File: config.mk
export PLATFORM = sky130hd
export DESIGN_NAME = ts_rate_top
export DESIGN_NICKNAME = d
export VERILOG_FILES = /design/src/hw/rate_pkg.sv /design/src/hw/stat_pkg.sv /design/src/hw/frac_strobe_gen.sv /design/src/hw/strobe_window_meter.sv /design/src/hw/ts_rate_top.sv
export SDC_FILE = /design/constraint.sdc
export NUM_CORES = 1
export LEC_CHECK = 0
export BUFFER_PORTS_ARGS = -buffer_cell sky130_fd_sc_hd__buf_2
export CAP_MARGIN = 20
export CORE_ASPECT_RATIO = 0.6
export CORE_MARGIN = 8
export CORE_UTILIZATION = 55
export CTS_CLUSTER_DIAMETER = 100
export DETAILED_ROUTE_END_ITERATION = 12
export HOLD_SLACK_MARGIN = 0.15
export PLACE_DENSITY_LB_ADDON = 0.2
export RECOVER_POWER = 100
export SKIP_LAST_GASP = 1
export SYNTH_ARGS = -nofsm -noshare
export SYNTH_HDL_FRONTEND = slang
export SYNTH_SLANG_ARGS = --single-unit
File: constraint.sdc
create_clock -name sys_clk -period 5.01 [get_ports sys_clk]
set_input_delay 0.2505 -clock sys_clk [delete_from_list [all_inputs] [get_ports sys_clk]]
set_output_delay 0.2505 -clock sys_clk [all_outputs]
set_load 0.02 [all_outputs]
File: src/hw/rate_pkg.sv
`default_nettype none

////////////////////////////////////////////////////////////
// rate generator types and pipeline constants
////////////////////////////////////////////////////////////

package rate_pkg;

    // one width for numerator, step and the phase accumulator.
    // the step is added every active cycle, and a wrap subtracts the
    // numerator, so the strobe rate is step/freq_num of sys_clk
    typedef logic [31:0] rate_num_t;

    // hold-off after the config is captured
    // the accumulator must not wrap before this has passed
    localparam int RDY_DLY = 7;     // cycles, config capture to first wrap

    // strobe output pipeline
    localparam int OUT_DLY = 8;     // cycles, wrap decision to strobe

endpackage

`default_nettype wire

File: src/hw/stat_pkg.sv
`default_nettype none

////////////////////////////////////////////////////////////
// window meter types and constants
////////////////////////////////////////////////////////////

package stat_pkg;

    typedef logic [15:0] win_cnt_t;     // strobe counts and gap spacing

    localparam int WINDOW_CYCLES = 4096;    // sys_clk cycles per window

    // meter waits for a byte strobe before the first window opens
    typedef enum logic [0:0] {
        WAIT_FIRST,
        MEASURE
    } win_state_t;

endpackage

`default_nettype wire

File: src/hw/frac_strobe_gen.sv
`timescale 1ns/1ps
`default_nettype none

module frac_strobe_gen (
    input  wire                      sys_clk,
    input  wire                      glb_rst_n,
    input  wire rate_pkg::rate_num_t freq_num,     // rate denominator
    input  wire rate_pkg::rate_num_t step,         // phase added per cycle
    output logic                     strobe,
    output logic                     strobe_half
);

    import rate_pkg::*;

    rate_num_t          freq_reg;
    rate_num_t          step_reg;
    logic               cfg_rdy;
    logic [RDY_DLY-1:0] rdy_sr;
    logic               rdy;

    rate_num_t          phase;
    rate_num_t          phase_sum;
    logic               wrap;

    logic [OUT_DLY-1:0] wrap_sr;
    logic               half_tgl;

    ////////////////////////////////////////////////////////////
    // config capture and ready hold-off
    ////////////////////////////////////////////////////////////

    always_ff @(posedge sys_clk) begin
        if (!glb_rst_n) begin
            freq_reg <= '0;
            step_reg <= '0;
            cfg_rdy  <= 1'b0;
        end else begin
            freq_reg <= freq_num;   // a new rate lands on the next accumulate
            step_reg <= step;
            cfg_rdy  <= 1'b1;       // 1 cycle after reset release
        end
    end

    always_ff @(posedge sys_clk) begin
        if (!glb_rst_n) begin
            rdy_sr <= '0;
        end else begin
            rdy_sr <= {rdy_sr[RDY_DLY-2:0], cfg_rdy};
        end
    end

    assign rdy = rdy_sr[RDY_DLY-1];    // RDY_DLY cycles behind cfg_rdy

    ////////////////////////////////////////////////////////////
    // phase accumulator
    ////////////////////////////////////////////////////////////

    assign phase_sum = phase + step_reg;
    assign wrap      = rdy && (phase_sum >= freq_reg);

    // the phase starts from zero when the hold-off ends, so it sits
    // below freq_num from the first accumulate on
    always_ff @(posedge sys_clk) begin
        if (!glb_rst_n) begin
            phase <= '0;
        end else if (wrap) begin
            phase <= phase_sum - freq_reg;  // keep the remainder
        end else if (rdy) begin
            phase <= phase_sum;
        end
    end

    ////////////////////////////////////////////////////////////
    // output delay and half-rate gate
    ////////////////////////////////////////////////////////////

    always_ff @(posedge sys_clk) begin
        if (!glb_rst_n) begin
            wrap_sr <= '0;
        end else begin
            wrap_sr <= {wrap_sr[OUT_DLY-2:0], wrap};
        end
    end

    assign strobe = wrap_sr[OUT_DLY-1];    // OUT_DLY cycles after the wrap

    always_ff @(posedge sys_clk) begin
        if (!glb_rst_n) begin
            half_tgl <= 1'b0;
        end else if (strobe) begin
            half_tgl <= ~half_tgl;          // flips after every strobe
        end
    end

    // odd strobes only, counting from the first one after reset
    assign strobe_half = strobe && !half_tgl;

    ////////////////////////////////////////////////////////////
    // checks
    ////////////////////////////////////////////////////////////

    // up to half of sys_clk every strobe is a single-cycle pulse
    assert property (@(posedge sys_clk) disable iff (!glb_rst_n)
        (strobe && (step_reg <= (freq_reg >> 1))) |=> !strobe)
        else $error("frac_strobe_gen: back-to-back strobe at sub-half rate");

    // one subtract per wrap is enough while step does not pass freq_num
    assert property (@(posedge sys_clk) disable iff (!glb_rst_n)
        (rdy && (phase < freq_reg) && (step_reg <= freq_reg))
        |=> (phase < $past(freq_reg)))
        else $error("frac_strobe_gen: phase escaped the freq_num range");

endmodule

`default_nettype wire

File: src/hw/strobe_window_meter.sv
`timescale 1ns/1ps
`default_nettype none

module strobe_window_meter (
    input  wire                sys_clk,
    input  wire                glb_rst_n,
    input  wire                samp_strobe,
    input  wire                byte_strobe,
    output logic               win_done,       // one cycle, results valid
    output stat_pkg::win_cnt_t samp_count,
    output stat_pkg::win_cnt_t byte_count,
    output stat_pkg::win_cnt_t spacing_min,
    output stat_pkg::win_cnt_t spacing_max
);

    import stat_pkg::*;

    win_state_t state;
    win_cnt_t   cyc_cnt;
    logic       win_end;

    win_cnt_t   samp_run;
    win_cnt_t   byte_run;
    win_cnt_t   min_run;
    win_cnt_t   max_run;
    logic       skip_gap;

    win_cnt_t   gap_cnt;
    win_cnt_t   gap_val;

    win_cnt_t   samp_nxt;
    win_cnt_t   byte_nxt;
    win_cnt_t   min_nxt;
    win_cnt_t   max_nxt;

    ////////////////////////////////////////////////////////////
    // state and window timing
    ////////////////////////////////////////////////////////////

    always_ff @(posedge sys_clk) begin
        if (!glb_rst_n) begin
            state <= WAIT_FIRST;
        end else begin
            case (state)
                WAIT_FIRST: if (byte_strobe) state <= MEASURE;
                MEASURE:    state <= MEASURE;   // runs until reset
                default:    state <= WAIT_FIRST;
            endcase
        end
    end

    // last cycle of the window, its strobes still count
    assign win_end = (state == MEASURE) && (cyc_cnt == win_cnt_t'(WINDOW_CYCLES - 1));

    ////////////////////////////////////////////////////////////
    // gap between byte strobes
    ////////////////////////////////////////////////////////////

    // a sample strobe on the same cycle as a byte strobe closes the gap
    assign gap_val = gap_cnt + win_cnt_t'(samp_strobe);

    always_ff @(posedge sys_clk) begin
        if (!glb_rst_n) begin
            gap_cnt <= '0;
        end else if (byte_strobe) begin
            gap_cnt <= '0;
        end else if (samp_strobe) begin
            gap_cnt <= gap_cnt + 1'b1;
        end
    end

    ////////////////////////////////////////////////////////////
    // running counts
    ////////////////////////////////////////////////////////////

    always_comb begin
        samp_nxt = samp_run + win_cnt_t'(samp_strobe);
        byte_nxt = byte_run + win_cnt_t'(byte_strobe);
        min_nxt  = min_run;
        max_nxt  = max_run;
        if (byte_strobe && !skip_gap) begin
            if (gap_val < min_run) begin
                min_nxt = gap_val;
            end
            if (gap_val > max_run) begin
                max_nxt = gap_val;
            end
        end
    end

    always_ff @(posedge sys_clk) begin
        if (!glb_rst_n) begin
            cyc_cnt  <= '0;
            samp_run <= '0;
            byte_run <= '0;
            min_run  <= '1;
            max_run  <= '0;
            skip_gap <= 1'b1;
        end else if (state == MEASURE) begin
            if (win_end) begin
                cyc_cnt  <= '0;
                samp_run <= '0;
                byte_run <= '0;
                min_run  <= '1;             // any real gap is smaller
                max_run  <= '0;
                skip_gap <= 1'b1;           // first gap may be partial
            end else begin
                cyc_cnt  <= cyc_cnt + 1'b1;
                samp_run <= samp_nxt;
                byte_run <= byte_nxt;
                min_run  <= min_nxt;
                max_run  <= max_nxt;
                if (byte_strobe) begin
                    skip_gap <= 1'b0;
                end
            end
        end
    end

    ////////////////////////////////////////////////////////////
    // window results
    ////////////////////////////////////////////////////////////

    // results and win_done appear together, WINDOW_CYCLES after the window opened
    always_ff @(posedge sys_clk) begin
        if (!glb_rst_n) begin
            win_done    <= 1'b0;
            samp_count  <= '0;
            byte_count  <= '0;
            spacing_min <= '0;
            spacing_max <= '0;
        end else begin
            win_done <= win_end;
            if (win_end) begin
                samp_count  <= samp_nxt;    // held until next window
                byte_count  <= byte_nxt;
                spacing_min <= min_nxt;
                spacing_max <= max_nxt;
            end
        end
    end

    // at most one strobe of each kind per cycle of the window
    assert property (@(posedge sys_clk) disable iff (!glb_rst_n)
        win_done |-> ((samp_count <= win_cnt_t'(WINDOW_CYCLES))
                      && (byte_count <= win_cnt_t'(WINDOW_CYCLES))))
        else $error("strobe_window_meter: window count above WINDOW_CYCLES");

endmodule

`default_nettype wire

File: src/hw/ts_rate_top.sv
`timescale 1ns/1ps
`default_nettype none

module ts_rate_top (
    input  wire                      sys_clk,
    input  wire                      glb_rst_n,

    // sample strobe rate
    input  wire rate_pkg::rate_num_t samp_freq_num,
    input  wire rate_pkg::rate_num_t samp_step,

    // byte strobe rate
    input  wire rate_pkg::rate_num_t byte_freq_num,
    input  wire rate_pkg::rate_num_t byte_step,

    output logic                     samp_strobe,
    output logic                     samp_strobe_half,
    output logic                     byte_strobe,

    // window results
    output logic                     win_done,
    output stat_pkg::win_cnt_t       samp_count,
    output stat_pkg::win_cnt_t       byte_count,
    output stat_pkg::win_cnt_t       spacing_min,
    output stat_pkg::win_cnt_t       spacing_max
);

    ////////////////////////////////////////////////////////////
    // strobe generators
    ////////////////////////////////////////////////////////////

    frac_strobe_gen samp_gen_inst (
        .sys_clk     (sys_clk),
        .glb_rst_n   (glb_rst_n),
        .freq_num    (samp_freq_num),
        .step        (samp_step),
        .strobe      (samp_strobe),
        .strobe_half (samp_strobe_half)
    );

    frac_strobe_gen byte_gen_inst (
        .sys_clk     (sys_clk),
        .glb_rst_n   (glb_rst_n),
        .freq_num    (byte_freq_num),
        .step        (byte_step),
        .strobe      (byte_strobe),
        .strobe_half ()                 // half-rate byte strobe not needed
    );

    ////////////////////////////////////////////////////////////
    // rate measurement
    ////////////////////////////////////////////////////////////

    strobe_window_meter window_meter_inst (
        .sys_clk     (sys_clk),
        .glb_rst_n   (glb_rst_n),
        .samp_strobe (samp_strobe),
        .byte_strobe (byte_strobe),
        .win_done    (win_done),
        .samp_count  (samp_count),
        .byte_count  (byte_count),
        .spacing_min (spacing_min),
        .spacing_max (spacing_max)
    );

endmodule

`default_nettype wire

==> flow_metrics.tcl <==
set metrics [dict create \
    p_comb_share_pct 16.8 \
    synth_area_um2 22300 \
    worst_slew_pin_slew_ns 2.07 \
    criticalPathCategory "reg2reg" \
    hold_path.class "in2reg" \
    grt_pass1_wl_um 109000 \
    portBuffers 197 \
    whs_ns 0.297 \
    skew_ns 0.0131 \
    area_growth_pct 22.3 \
    wl_per_cell_um 19.0 \
    yosysTopAreaCellShare_pct 34.2 \
    route.vias.total 21800 \
    postLayoutCoreUtil_pct 67.7 \
    grt_max_degree 113 \
    cts_root_buf "clkbuf_16" \
    ios 198 \
    cpMaxStageDelayCell "o41ai_2" \
    layout-drive-gt1-share_pct 13.8 \
    ys.flop_type "dfxtp_1" \
    async_flop_share_pct 0 \
    hold_viol 0 \
    yosys.area.top_type "dfxtp_1" \
    ys_types 86 \
    p_sw_mw 1.98 \
    max_clock_freq_ghz 0.205 \
    cp_max_fo 9 \
    end_kind "flip-flop" \
    synth_edf_count 0 \
    clk_latency_ns 0.55 \
    clock_sinks 380 \
    synth.most_common_cell "dfxtp_1" \
    dieArea_um2 47400 \
    route.detailed.drc 0 \
    drt_iter0_drc 2093 \
    slowest_delay_ns 0.44 \
    worstPathCellList "ha_1 > inv_1 > fa_2 > nor2b_2 > o21ai_2 > a21oi_2 > o41a_1 > a21oi_2 > o41ai_2 > buf_4 > a21oi_1 > xnor2_1 > ha_2 > nand2_1 > nor3_2 > and3_4 > o211ai_1 > buf_4 > nand4_1 > buf_6 > nor2_1 > a32oi_1 > a21bo_2" \
    seq_power_share_pct 42.4 \
    core_um2 40200 \
    nNetsFinal 3397 \
    yosysWarnings 0 \
    syn_inst 2733 \
    grt_pass1_vias 20300 \
    violations "max-capacitance violations, max-slew violations" \
    initial_core_util_pct 55.4 \
    rsz0062_at_grt "true" \
    synth_commonest_cells "dfxtp_1 (380), a21oi_1 (224), nand2_1 (221)" \
    setup_viol 0 \
    p_leak_nw 11.7 \
    cp-start-kind "flip-flop" \
    synth_area_leaders "dfxtp_1 (34%), ha_1 (9.3%), a21oi_1 (5.0%)" \
    synth_nets 3032 \
    arrival_ns 5.33 \
    status "finished, violations left" \
    synth_seq_cells 380 \
    p_per_area_nw_per_um2 268 \
    antenna_found_initial 1 \
    dpl.cell_count 3439 \
    clk_pin_slew_ns 0.06 \
    finalCriticalPeriod_ns 4.88 \
    cts_tree "done" \
    ant_nets 0 \
    critPathRequiredTime_ns 5.46 \
    ir_drop_mv 0.309 \
    yosysSeqAreaShare_pct 34.2 \
    p_sw_share_pct 27.1 \
    cp_num_buf_inv 4 \
    num_rows 57 \
    cts_max_level 2 \
    grt.total_usage_pct 28.1 \
    avgSynthCellArea_um2 8.15 \
    fin_cells 3660 \
    path_delay_family "compound AO/OA/AOI/OAI gates" \
    timing.final.max_slew_violations 122 \
    cts.path.max_buffers 3 \
    drv_cap 3 \
    hpwl_um 49800 \
    grt_overflow 0 \
    period_share_pct 97.4 \
    drt_pass1_iterations 5 \
    place.gp.congestion 0.942 \
    nFillCells 3382 \
    die_w_um 276 \
    power.share.clock_pct 40.8 \
    totalWireLength_um 69500 \
    die_h_um 172 \
    intPower_mw 5.33 \
    viasPerCell 5.97 \
    max_slew_margin_pct -38.5 \
    cts_made_buffers 38 \
]
[power groups by stage]
stage | clock [mW] | combinational, mW | sequential, mW
finish | 2.98 | 1.23 | 3.10
global route | 3.17 | 1.33 | 3.10
CTS | 3.02 | 1.18 | 3.10
detailed placement | 0 | 1.06 | 3.17
global placement | 0 | 1.04 | 3.17
floorplan | 0 | 0.738 | 3.16
[cell usage in the layout (no fill, tap or decap), types with 70 or more instances in the layout]
| cell | netlist | layout |
|---|---|---|
| dfxtp_1 | 380 | 377 |
| and2_1 | 161 | 132 |
| nor2_1 | 210 | 207 |
| xnor2_1 | 95 | 95 |
| ha_1 | 165 | 160 |
| o21ai_0 | 127 | 123 |
| a21o_1 | 84 | 83 |
| clkbuf_1 | 120 | 85 |
| buf_2 | 8 | 128 |
| buf_4 | 2 | 130 |
| nand2_1 | 221 | 218 |
| inv_1 | 144 | 141 |
| a21oi_1 | 224 | 216 |
| nand3_1 | 127 | 127 |
| xor2_1 | 70 | 70 |
| dlygate4sd3_1 | 0 | 128 |
[metal layers]
layer	track usage, %	up-vias	wire length, µm
met4	5.96	0	1330
met5	0	-	0
met1	42.1	10300	33000
met3	6.56	112	6830
li1	-	10400	-
met2	40.7	995	28300
[cell families (layout without fill, tap and decap cells)]
kind of cell,count (synthesis),after routing,share of synthesized area [%]
compound gates,758,758,22.4
buf+inv,293,688,5.45
flops,380,380,34.2
xor+xnor,165,165,6.49
mux,13,13,0.595
other cells,0,1,0
simple gates,955,955,21.3
fa+ha+maj,169,169,9.63
[worst paths after layout]
path	startpoint	endpoint	slack, ns	cells past startpoint
worst max-delay path	byte_gen_inst.phase[0]	byte_gen_inst.phase[26]	0.13	23
worst min-delay path	glb_rst_n	byte_gen_inst.freq_reg[21]	0.30	2
worst max register to register	byte_gen_inst.phase[0]	byte_gen_inst.phase[26]	0.13	23
worst min register to register	samp_gen_inst.rdy_sr[4]	samp_gen_inst.rdy_sr[5]	0.43	1
[stage by stage]
stage | setup slack (ns) | total power [mW] | TNS, ns | cell area [µm²]
after floorplan | 0.308 | 3.90 | 0 | 22300
after detailed placement | -0.284 | 4.23 | -5.57 | 24300
after global placement | -0.239 | 4.21 | -2.75 | 24300
after global routing | -0.123 | 7.60 | -1.29 | 27200
after CTS | -0.00546 | 7.30 | -0.00546 | 27100
final | 0.128 | 7.31 | 0 | 27200
[worst reg2reg max path, stage by stage (launching register included)]
cell      delay (ns)
dfxtp_1         0.33
ha_1            0.17
inv_1           0.06
fa_2            0.36
nor2b_2         0.14
o21ai_2         0.08
a21oi_2         0.21
o41a_1          0.22
a21oi_2         0.11
o41ai_2         0.44
buf_4           0.19
a21oi_1         0.07
xnor2_1         0.17
ha_2            0.43
nand2_1         0.10
nor3_2          0.16
and3_4          0.25
o211ai_1        0.25
buf_4           0.23
nand4_1         0.08
buf_6           0.16
nor2_1          0.11
a32oi_1         0.23
a21bo_2         0.24
[layout make-up]
class | count | area, µm² | share of cell area, %
diodes | 1 | 2.50 | 0.00918
flip-flops and latches | 380 | 7610 | 27.9
repair buffers | 474 | 3360 | 12.3
clock buffers | 56 | 1100 | 4.04
clock inverters | 14 | 175 | 0.643
inverters | 144 | 542 | 1.99
multi-input cells | 2060 | 13800 | 50.6
well taps | 531 | 664 | 2.44
[repair_timing]
action                                  in CTS  in global routing
buffers inserted                            10                 12
pin swaps                                   15                 38
cloned                                       1                  0
resized for setup                           27                 60
endpoints found under the hold margin      128                  0
endpoints found under the setup margin      64                 64
hold buffers                               128                  0
Power figures use the tool's default switching activity.
